--- config.mk ---
export PLATFORM = sky130hd
export DESIGN_NAME = gaussian_conv
export DESIGN_NICKNAME = d
export VERILOG_FILES = /design/src/design/conv_geom_pkg.sv /design/src/design/conv_op_pkg.sv /design/src/design/gaussian_conv.sv
export SDC_FILE = /design/constraint.sdc
export NUM_CORES = 1
export LEC_CHECK = 0
export ABC_CLOCK_PERIOD_IN_PS = 3960
export BUFFER_PORTS_ARGS = -buffer_cell sky130_fd_sc_hd__buf_2
export CAP_MARGIN = 20
export CORE_AREA = 2 2 99 101
export DETAILED_ROUTE_END_ITERATION = 8
export DIE_AREA = 0 0 101 103
export GPL_TIMING_DRIVEN = 0
export PLACE_DENSITY = 0.52
export SYNTH_ARGS = -nofsm -noshare
export SYNTH_HDL_FRONTEND = slang
export SYNTH_SLANG_ARGS = --single-unit
--- constraint.sdc ---
create_clock -name i_clk -period 3.96 [get_ports i_clk]
set_input_delay 0.792 -clock i_clk [delete_from_list [all_inputs] [get_ports i_clk]]
set_output_delay 0.792 -clock i_clk [all_outputs]
set_load 0.02 [all_outputs]
--- src/design/conv_geom_pkg.sv ---
package conv_geom_pkg;

	// ------------------------------------------------------------
	// image geometry
	// ------------------------------------------------------------
	// square image, row-major pixel order
	localparam int IMG_SIDE = 8;
	localparam int N_PIX    = IMG_SIDE * IMG_SIDE;
	// channels sent one after another
	localparam int N_CHAN   = 32;

	// one input byte
	typedef logic [7:0]  pixel_t;
	// pixel index, row in [5:3], column in [2:0]
	typedef logic [5:0]  pix_idx_t;
	// channel index
	typedef logic [4:0]  chan_idx_t;

	// ------------------------------------------------------------
	// per-pixel sums
	// ------------------------------------------------------------
	// channels 0..7, at most 8 x 255
	typedef logic [10:0] grp8_sum_t;
	// channels 8..15, at most 8 x 255
	typedef logic [10:0] grp16_sum_t;
	// channels 16..31, at most 16 x 255
	typedef logic [11:0] grp32_sum_t;
	// all active groups added, at most 32 x 255
	typedef logic [12:0] map_sum_t;
	// weights add up to 16, so four more bits
	typedef logic [16:0] conv_acc_t;
	// weighted sum over 16, rounded
	typedef logic [12:0] out_data_t;

endpackage
--- src/design/conv_op_pkg.sv ---
package conv_op_pkg;

	// command codes on i_op_mode
	// codes 8..15 are taken and ignored
	typedef enum logic [3:0] {
		OP_LOAD           = 4'd0,
		OP_RIGHT          = 4'd1,
		OP_LEFT           = 4'd2,
		OP_UP             = 4'd3,
		OP_DOWN           = 4'd4,
		OP_REDUCE_DEPTH   = 4'd5,
		OP_INCREASE_DEPTH = 4'd6,
		OP_CONV           = 4'd7
	} op_mode_t;

	// active channel count
	typedef enum logic [1:0] {
		DEPTH_8  = 2'd0,
		DEPTH_16 = 2'd1,
		DEPTH_32 = 2'd2
	} depth_t;

	// command FSM
	typedef enum logic [1:0] {CTRL_IDLE, CTRL_LOAD, CTRL_CONV_WAIT} ctrl_state_t;

	// convolution FSM
	typedef enum logic [1:0] {CONV_IDLE, CONV_TAP, CONV_EMIT} conv_state_t;

	// one accepted input byte with its position
	typedef struct packed {
		logic                     valid;
		conv_geom_pkg::pix_idx_t  pixel;
		conv_geom_pkg::chan_idx_t channel;
		conv_geom_pkg::pixel_t    data;
	} load_beat_t;

	// convolution start pulse and window origin
	typedef struct packed {
		logic                    start;
		conv_geom_pkg::pix_idx_t origin;
	} conv_cmd_t;

endpackage

--- src/design/gaussian_conv.sv ---
`timescale 1ns/1ns

module gaussian_conv (
	input  logic                     i_clk,
	input  logic                     i_rst_n,
	input  conv_op_pkg::conv_cmd_t   i_cmd,
	input  conv_geom_pkg::map_sum_t  i_ctr_sum,
	input  conv_geom_pkg::map_sum_t  i_tap_sum,
	output conv_geom_pkg::pix_idx_t  o_ctr_idx,
	output conv_geom_pkg::pix_idx_t  o_tap_idx,
	output logic                     o_done,
	output logic                     o_out_valid,
	output conv_geom_pkg::out_data_t o_out_data
);
	import conv_geom_pkg::*;
	import conv_op_pkg::*;

	conv_state_t state;
	pix_idx_t    org_q;
	logic [1:0]  px_cnt;
	logic [2:0]  tap_cnt;
	conv_acc_t   acc;
	logic [2:0]  row;
	logic [2:0]  col;
	logic [2:0]  nrow;
	logic [2:0]  ncol;
	logic        tap_in;
	logic        tap_dbl;
	conv_acc_t   tap_term;
	conv_acc_t   ctr_term;

	// ------------------------------------------------------------
	// tap addressing
	// ------------------------------------------------------------
	// window order origin, +1, +8, +9
	assign row       = org_q[5:3] + {2'b00, px_cnt[1]};
	assign col       = org_q[2:0] + {2'b00, px_cnt[0]};
	assign o_ctr_idx = {row, col};
	assign o_tap_idx = {nrow, ncol};

	// taps NW N NE W E SW S SE
	always_comb begin
		nrow   = row;
		ncol   = col;
		tap_in = 1'b1;
		// row above or below
		case (tap_cnt)
			3'd0, 3'd1, 3'd2: begin
				nrow   = row - 3'd1;
				tap_in = (row != 3'd0);
			end
			3'd5, 3'd6, 3'd7: begin
				nrow   = row + 3'd1;
				tap_in = (row != 3'(IMG_SIDE - 1));
			end
			default: ;
		endcase
		// column left or right
		case (tap_cnt)
			3'd0, 3'd3, 3'd5: begin
				ncol   = col - 3'd1;
				tap_in = tap_in && (col != 3'd0);
			end
			3'd2, 3'd4, 3'd7: begin
				ncol   = col + 3'd1;
				tap_in = tap_in && (col != 3'(IMG_SIDE - 1));
			end
			default: ;
		endcase
	end

	// edge neighbours weigh 2, corners 1
	assign tap_dbl = (tap_cnt == 3'd1) || (tap_cnt == 3'd3)
		|| (tap_cnt == 3'd4) || (tap_cnt == 3'd6);
	// zero padding outside the image
	assign tap_term = !tap_in ? '0
		: (tap_dbl ? conv_acc_t'({i_tap_sum, 1'b0}) : conv_acc_t'(i_tap_sum));
	// centre x4 rides along with the first tap
	assign ctr_term = (tap_cnt == 3'd0) ? conv_acc_t'({i_ctr_sum, 2'b00}) : '0;

	// ------------------------------------------------------------
	// output
	// ------------------------------------------------------------
	// divide by 16, round on bit 3
	assign o_out_valid = (state == CONV_EMIT);
	assign o_out_data  = out_data_t'(acc[16:4] + {12'd0, acc[3]});
	assign o_done      = o_out_valid && (px_cnt == 2'd3);

	always_ff @(posedge i_clk or negedge i_rst_n) begin
		if (!i_rst_n) begin
			state   <= CONV_IDLE;
			org_q   <= '0;
			px_cnt  <= '0;
			tap_cnt <= '0;
			acc     <= '0;
		end else begin
			case (state)
				CONV_IDLE: begin
					if (i_cmd.start) begin
						org_q   <= i_cmd.origin;
						px_cnt  <= '0;
						tap_cnt <= '0;
						acc     <= '0;
						state   <= CONV_TAP;
					end
				end
				CONV_TAP: begin
					acc     <= acc + tap_term + ctr_term;
					tap_cnt <= tap_cnt + 3'd1;
					if (tap_cnt == 3'd7)
						state <= CONV_EMIT;
				end
				CONV_EMIT: begin
					acc <= '0;
					if (px_cnt == 2'd3) begin
						state <= CONV_IDLE;
					end else begin
						px_cnt <= px_cnt + 2'd1;
						state  <= CONV_TAP;
					end
				end
				default: state <= CONV_IDLE;
			endcase
		end
	end

	// a new window starts only after the last result
	start_only_when_idle: assert property (@(posedge i_clk) disable iff (!i_rst_n)
		i_cmd.start |-> (state == CONV_IDLE));

endmodule

==> metrics.log, run 1 <==
INFO  metric status = finished with violations
INFO  metric failed_checks = negative setup slack
INFO  metric finalCritPeriodShare = 1.01
INFO  metric overflow = 0
INFO  metric dp_hpwl = 5.93 mm
INFO  metric critical_path.slowest_cell = fa_1
INFO  metric drt_iter0_drc = 114
INFO  metric drive_gt1_frac = 0.385
INFO  metric cp_data_required_time = 4130 ps
INFO  metric synthTopCellsByArea = dfrtp_1 24%, ha_1 13%, fa_1 9.1%
INFO  metric core_area = 9460 um2
INFO  metric layout_min_cycle_time = 4010 ps
INFO  metric critical_path_arrival = 4180 ps
INFO  metric timing.rr.start = px_cnt[0]$_DFFE_PN0P_
INFO  metric muxShareOfSynthArea = 0.0749
INFO  metric synthAdderAreaFrac = 0.217
INFO  metric element_type_at_the_critical_path_end = flop
INFO  metric synth-warning-count = 0
INFO  metric antenna_violating_nets_post_route = 0
INFO  metric achievable-frequency = 249 MHz
INFO  metric synth_simple_gate_area_frac = 0.189
INFO  metric fillers = 925
INFO  metric timing.final.setup_violations = 1
INFO  metric fin_ws = -52.6 ps
INFO  metric worst-slew-pin-transition = 949 ps
INFO  metric cts-root-to-sink-buffers = 2
INFO  metric cts_tree = done
INFO  metric grt_usage = 0.161
INFO  metric hold_class = reg -> reg
INFO  metric initial_utilization = 0.325
INFO  metric post_syn_instances = 342
INFO  metric maxSlewHeadroom = 0.366
INFO  metric worst_path_largest_cell_delay = 580 ps
INFO  metric r2r_cells = 17
INFO  metric synth_top_area_frac = 0.244
INFO  metric crit_path_start_kind = flop
INFO  metric timing_max_transition_violations_final = 0
INFO  metric holdWs = 498 ps
INFO  metric setup_repair_after_global_routing_missed_its_margin = yes
INFO  metric chip_height = 103 um
INFO  metric number_of_buffers_and_inverters_on_the_critical_path = 3
INFO  metric syn_to_final_growth = 36.3%
INFO  metric die_ar = 10400 um2
INFO  metric clkLatencyLatePin = 290 ps
INFO  metric synthFlopType = dfrtp_1
INFO  metric viasPerCell = 4.94
INFO  metric diodes = 0
INFO  metric drt-total-wl = 7.90 mm
INFO  metric maxCapViolations = 0
INFO  metric layoutNonFillerInstCount = 550
INFO  metric wire_length_of_the_first_global_routing_pass = 13.1 mm
INFO  metric maximum_fanout_encountered_on_the_critical_timing_path = 8
INFO  metric dr_total_vias = 2716
INFO  metric post-synth-top-area-cell = dfrtp_1
INFO  metric setup_clock_skew_after_layout = 7.10 ps
INFO  metric final-hold-violation-count = 0
INFO  metric grt_pass1_vias = 2754
INFO  metric mappedNetlistArea = 3070 um2
INFO  metric worstSetupPathDepth = 17
INFO  metric cts_buf_count = 5
INFO  metric cp_top_family = adder cells
INFO  metric holdPathStages = 1
INFO  metric first_drt_pass_iteration_count = 4
INFO  metric ys_seq_elements = 30
INFO  metric crit_chain = ha_1 > ha_2 > xor2_2 > buf_4 > nor4b_4 > o21ai_2 > o311ai_4 > buf_6 > buf_6 > nor2_4 > fa_1 > ha_4 > nor2b_4 > a311o_2 > a31oi_4 > o41ai_2 > or3b_1
INFO  metric area.sequential = 753 um2
INFO  metric die-width = 101 um
INFO  metric post_synthesis_compound_gate_area_fraction = 0.147
INFO  metric netlist-cell-type-count = 50
INFO  metric post-route-util = 0.443
INFO  metric worstSetupPathType = reg -> reg
INFO  metric setup.reg_to_reg.worst_slack = -50 ps
INFO  metric number_of_synthesized_flops_with_an_enable_pin = 0
INFO  metric r2r-end = acc[13]$_DFFE_PN0P_
INFO  metric cts.root.buffer_cell = clkbuf_8
INFO  metric fraction_of_registers_with_async_set_or_reset_after_synthesis = 1.00
INFO  metric worst_setup_hold_path_clk_slew = 80 ps
INFO  metric multi_input_comb_area = 2550 um2
INFO  metric num-nets-final = 515
INFO  metric detail_route.drc_violations = 0
INFO  metric io-pin-count = 62
INFO  metric row_count = 36
INFO  metric yosys.area_share.xor_xnor = 0.0883
INFO  metric post_synthesis_mean_instance_area = 8.99 um2
INFO  metric crit_top_cell = buf_6
INFO  metric place_inst = 517
INFO  metric synth-seq-area-share = 0.244
INFO  metric synth_top_family_by_area = adder cells
INFO  metric critPathLaunch = px_cnt[0]$_DFFE_PN0P_
INFO  metric maximum_number_of_pins_on_one_net_before_global_route_repair = 31
INFO  metric synth_nets = 422
INFO  metric cts.htree.levels = 2
INFO  metric grt_antenna_before_repair = 0
INFO  metric endpoint = acc[13]$_DFFE_PN0P_
INFO  metric cts_hold_buffers = 0
INFO  metric gp_congestion = 0.830
INFO  metric tritoncts_num_sinks = 30
INFO  metric route.detailed.wl_per_inst = 14.4 um
INFO  metric count_of_input_and_output_buffers = 61
[cell families (layout without fill, tap and decap cells)]
group | after synthesis | in the layout
simple gates | 119 | 119
compound gates | 66 | 66
fa+ha+maj | 45 | 45
xor+xnor | 31 | 31
flops | 30 | 30
buf+inv | 29 | 123
mux | 22 | 22
[flip-flops by register name, summed over array words and instances (netlist names)]
signal / cells
acc: 17
org_q: 6
px_cnt: 2
state: 2
tap_cnt: 3
[final cells by class]
class / instances / area share
buffer: 10 / 0.0155
clock buffer: 6 / 0.0197
timing repair buffer: 88 / 0.123
inverter: 17 / 0.0152
multi-input combinational: 283 / 0.610
clock inverter: 2 / 0.00299
sequential: 30 / 0.180
tap: 114 / 0.0341
[layout by cell type (no fill, tap or decap), types with 3 or more instances in the layout]
master / synthesis / layout
buf_2: 2 / 61
nand2_1: 34 / 34
dfrtp_1: 30 / 28
buf_4: 2 / 26
nor2_1: 27 / 19
xnor2_1: 16 / 16
and2_1: 15 / 15
inv_1: 16 / 14
mux2i_1: 14 / 14
ha_1: 31 / 14
xor2_1: 15 / 13
fa_1: 14 / 13
o21ai_1: 14 / 12
ha_4: 0 / 11
nand3_1: 11 / 10
a21oi_1: 12 / 9
mux2_2: 8 / 8
o21ai_0: 8 / 8
nor2_2: 0 / 6
ha_2: 0 / 6
clkbuf_8: 0 / 6
buf_6: 0 / 5
nor2b_1: 7 / 5
clkbuf_1: 8 / 5
nand4_1: 5 / 5
o21a_1: 4 / 4
a21o_1: 4 / 4
a22o_1: 4 / 4
inv_2: 1 / 3
nor3_1: 4 / 3
[routing by layer]
metal	global-route usage	wire (um)
met1	0.221	3830
met2	0.265	3720
met5	0	0
met3	0.0244	246
met4	0.0457	106
[what timing repair did]
action	CTS	global route
resized for setup	36	33
pin swaps	24	18
setup buffers	18	10
endpoints found under the setup margin	10	9
[per-stage QoR]
step	TNS (ps)	instance area, um2	setup slack [ps]
global placement	-3200	3580	-460
CTS	-41.4	3980	-41.4
finish	-52.6	4190	-52.6
floorplan	0	3130	2.34
global route	-1120	4190	-201
detailed placement	-3530	3580	-501
[worst min-delay path by stage]
stage / from / to / slack, ps
3_3_place_gp: acc[0]$_DFFE_PN0P_ / acc[0]$_DFFE_PN0P_ / 490
4_1_cts: acc[16]$_DFFE_PN0P_ / acc[16]$_DFFE_PN0P_ / 500
3_5_place_dp: acc[16]$_DFFE_PN0P_ / acc[16]$_DFFE_PN0P_ / 490
6_report: acc[16]$_DFFE_PN0P_ / acc[16]$_DFFE_PN0P_ / 500
2_1_floorplan: acc[16]$_DFFE_PN0P_ / acc[16]$_DFFE_PN0P_ / 470
5_1_grt: acc[16]$_DFFE_PN0P_ / acc[16]$_DFFE_PN0P_ / 520
[cell usage after synthesis (all sizes together), types with 2 or more instances]
master,number
a22o,4
nor2b,7
nand3,11
mux2i,14
nand2b,2
inv,17
xor2,15
mux2,8
nor3,4
o31ai,2
clkbuf,8
or3,3
o21bai,2
nor2,27
and2,15
ha,31
fa,14
a21oi,12
and3,5
o21a,4
buf,4
dfrtp,30
o21ai,22
nand4,5
a21o,4
a31oi,3
a211oi,3
xnor2,16
or2,2
nand2,34
Power of run 1 is left out: the tool's default activity adds up to more than one toggle a clock period on the data nets, which glitch-free logic cannot reach.
==> run 2, diff against run 1 <==
--- a/config.mk
+++ b/config.mk
@@ -8,11 +8,11 @@
 export ABC_CLOCK_PERIOD_IN_PS = 3960
 export BUFFER_PORTS_ARGS = -buffer_cell sky130_fd_sc_hd__buf_2
 export CAP_MARGIN = 20
-export CORE_AREA = 2 2 99 101
+export CORE_AREA = 2 2 110 112
 export DETAILED_ROUTE_END_ITERATION = 8
-export DIE_AREA = 0 0 101 103
+export DIE_AREA = 0 0 112 114
 export GPL_TIMING_DRIVEN = 0
-export PLACE_DENSITY = 0.52
+export PLACE_DENSITY = 0.44
 export SYNTH_ARGS = -nofsm -noshare
 export SYNTH_HDL_FRONTEND = slang
 export SYNTH_SLANG_ARGS = --single-unit
==> run 2 against run 1 <==
Design area rose by 0.39%. Global-route usage fell by 2.9 points. Sequential cell count did not move. The run still ends with negative setup slack left. Count of clock-buffer cells in the layout did not move. Die area rose by 23%. Via count rose by 2.4%.
==> metrics.log, run 2 (synthesis gave the netlist of run 1 again) <==
INFO  metric status = finished with violations (unchanged)
INFO  metric failed_checks = negative setup slack (unchanged)
INFO  metric finalCritPeriodShare = 1.05 (was 1.01)
INFO  metric detail_route.drc_violations = 0 (unchanged)
INFO  metric viasPerCell = 4.78 (was 4.94)
INFO  metric achievable-frequency = 240 MHz (was 249 MHz)
INFO  metric timing.final.setup_violations = 6 (was 1)
INFO  metric maxSlewHeadroom = 0.397 (was 0.366)
INFO  metric maxCapViolations = 0 (unchanged)
INFO  metric cts-root-to-sink-buffers = 2 (unchanged)
INFO  metric setup_clock_skew_after_layout = 7.70 ps (was 7.10 ps)
INFO  metric worst_setup_hold_path_clk_slew = 50 ps (was 80 ps)
INFO  metric core_area = 11700 um2 (was 9460 um2)
INFO  metric initial_utilization = 0.262 (was 0.325)
INFO  metric grt_pass1_vias = 2721 (was 2754)
INFO  metric cts_tree = done (unchanged)
INFO  metric cts.htree.levels = 2 (unchanged)
INFO  metric crit_path_start_kind = flop (unchanged)
INFO  metric fillers = 1240 (was 925)
INFO  metric gp_congestion = 0.764 (was 0.830)
INFO  metric cts_buf_count = 5 (unchanged)
INFO  metric dr_total_vias = 2781 (was 2716)
INFO  metric drt-total-wl = 8.46 mm (was 7.90 mm)
INFO  metric maximum_number_of_pins_on_one_net_before_global_route_repair = 31 (unchanged)
INFO  metric clkLatencyLatePin = 280 ps (was 290 ps)
INFO  metric route.detailed.wl_per_inst = 14.5 um (was 14.4 um)
INFO  metric layout_commonest_cell = buf_2 (unchanged)
INFO  metric die_ar = 12800 um2 (was 10400 um2)
INFO  metric worstSetupPathType = reg -> reg (unchanged)
INFO  metric row_count = 40 (was 36)
INFO  metric wire_length_of_the_first_global_routing_pass = 13.5 mm (was 13.1 mm)
INFO  metric layout_min_cycle_time = 4170 ps (was 4010 ps)
INFO  metric die-width = 112 um (was 101 um)
INFO  metric timing_max_transition_violations_final = 0 (unchanged)
INFO  metric hold_class = reg -> reg (unchanged)
INFO  metric first_drt_pass_iteration_count = 4 (unchanged)
INFO  metric antenna_violating_nets_post_route = 0 (unchanged)
INFO  metric cts_hold_buffers = 0 (unchanged)
INFO  metric largest_reg_flops = 17 (unchanged)
INFO  metric num-nets-final = 514 (was 515)
INFO  metric largest_registers = acc (17), org_q (6), tap_cnt (3) (unchanged)
INFO  metric dp_hpwl = 6.30 mm (was 5.93 mm)
INFO  metric tritoncts_num_sinks = 30 (unchanged)
INFO  metric critical_path_arrival = 4320 ps (was 4180 ps)
INFO  metric worst-slew-pin-transition = 902 ps (was 949 ps)
INFO  metric fin_ws = -211 ps (was -52.6 ps)
INFO  metric element_type_at_the_critical_path_end = flop (unchanged)
INFO  metric cts.root.buffer_cell = clkbuf_16 (was clkbuf_8)
INFO  metric final-hold-violation-count = 0 (unchanged)
INFO  metric drt_iter0_drc = 88 (was 114)
INFO  metric chip_height = 114 um (was 103 um)
INFO  metric setup_repair_after_global_routing_missed_its_margin = yes (unchanged)
INFO  metric syn_to_final_growth = 36.8% (was 36.3%)
INFO  metric overflow = 0 (unchanged)
INFO  metric grt_antenna_before_repair = 0 (unchanged)
INFO  metric cp_data_required_time = 4100 ps (was 4130 ps)
INFO  metric layout.cells.most_common_list = 61 x buf_2, 34 x nand2_1, 28 x dfrtp_1 (unchanged)
INFO  metric grt_usage = 0.132 (was 0.161)
INFO  metric post_place_worst_slack = -537 ps (was -501 ps)
INFO  metric io-pin-count = 62 (unchanged)
INFO  metric largest-register = acc (unchanged)
INFO  metric drive_gt1_frac = 0.356 (was 0.385)
INFO  metric count_of_input_and_output_buffers = 61 (unchanged)
INFO  metric maximum_fanout_encountered_on_the_critical_timing_path = 4 (was 8)
INFO  metric diodes = 0 (unchanged)
-- run 2: cell count changes in the layout (fill, tap and decap cells not counted), moves of 2 or more --
cell,previous run,this run
clkbuf_8,6,0
clkbuf_16,0,5
a21oi_1,9,11
ha_4,11,8
and3_1,2,4
nor3_2,0,2
ha_1,14,16
nor2_1,19,22
nor2_4,2,0
-- run 2: worst max-delay path, stage by stage (launching register included) --
cell and delay [ps]:
dfrtp_2 460, ha_4 200, ha_4 170, a211oi_4 260, nor2_2 60, o21ai_2 200, o311ai_4 180, or2_1 280
fa_1 580, fa_2 250, nor2b_2 50, o21a_1 210, a311o_2 450, a31oi_4 240, o41ai_1 90, or3b_1 360
-- run 2: path summary, 6_finish.rpt --
check | cells after the start | to | slack [ps] | startpoint
max in group asynchronous | 1 | tap_cnt[0]$_DFFE_PN0P_ | 2860 | i_rst_n
max reg2reg | 15 | acc[13]$_DFFE_PN0P_ | -210 | tap_cnt[1]$_DFFE_PN0P_
min reg2reg | 1 | acc[16]$_DFFE_PN0P_ | 500 | acc[16]$_DFFE_PN0P_
min in group asynchronous | 1 | org_q[1]$_DFFE_PN0P_ | 570 | i_rst_n
max | 15 | acc[13]$_DFFE_PN0P_ | -210 | tap_cnt[1]$_DFFE_PN0P_
min | 1 | acc[16]$_DFFE_PN0P_ | 500 | acc[16]$_DFFE_PN0P_
-- run 2: metal layers --
| layer | wire, um | GRT usage | up-vias |
|---|---|---|---|
| li1 | - | - | 1375 |
| met1 | 4040 | 0.184 | 1357 |
| met2 | 3970 | 0.212 | 43 |
| met3 | 356 | 0.0250 | 6 |
| met4 | 91 | 0.0309 | 0 |
| met5 | 0 | 0 | - |
-- run 2: area by class of cell --
cell class              instances  area [um2]  area share
repair buffers                 87         508       0.121
flip-flops and latches         30         753       0.179
well taps                     147         184      0.0437
clock inverters                 2        37.5     0.00893
plain buffers                  10        65.1      0.0155
clock buffers                   6         129      0.0306
multi-input cells             283        2460       0.586
inverters                      17        63.8      0.0152
-- run 2: through the flow --
stage / setup TNS [ps] / instances / hold slack, ps / utilization / instance area (um2)
4_1_cts: -234 / 571 / 505 / 0.346 / 4050
3_3_place_gp: -3780 / 550 / 491 / 0.309 / 3620
2_1_floorplan: 0 / 342 / 466 / - / 3130
3_5_place_dp: -3840 / 550 / 488 / 0.309 / 3620
6_report: -588 / 582 / 497 / 0.359 / 4210
5_1_grt: -2300 / 582 / 517 / 0.359 / 4210
-- run 2: repair_timing --
item,in CTS,in global routing
pin swaps,16,29
resized for setup,35,18
setup endpoints to repair,10,10
setup buffers,15,11
Power of run 2 is left out for the same reason.
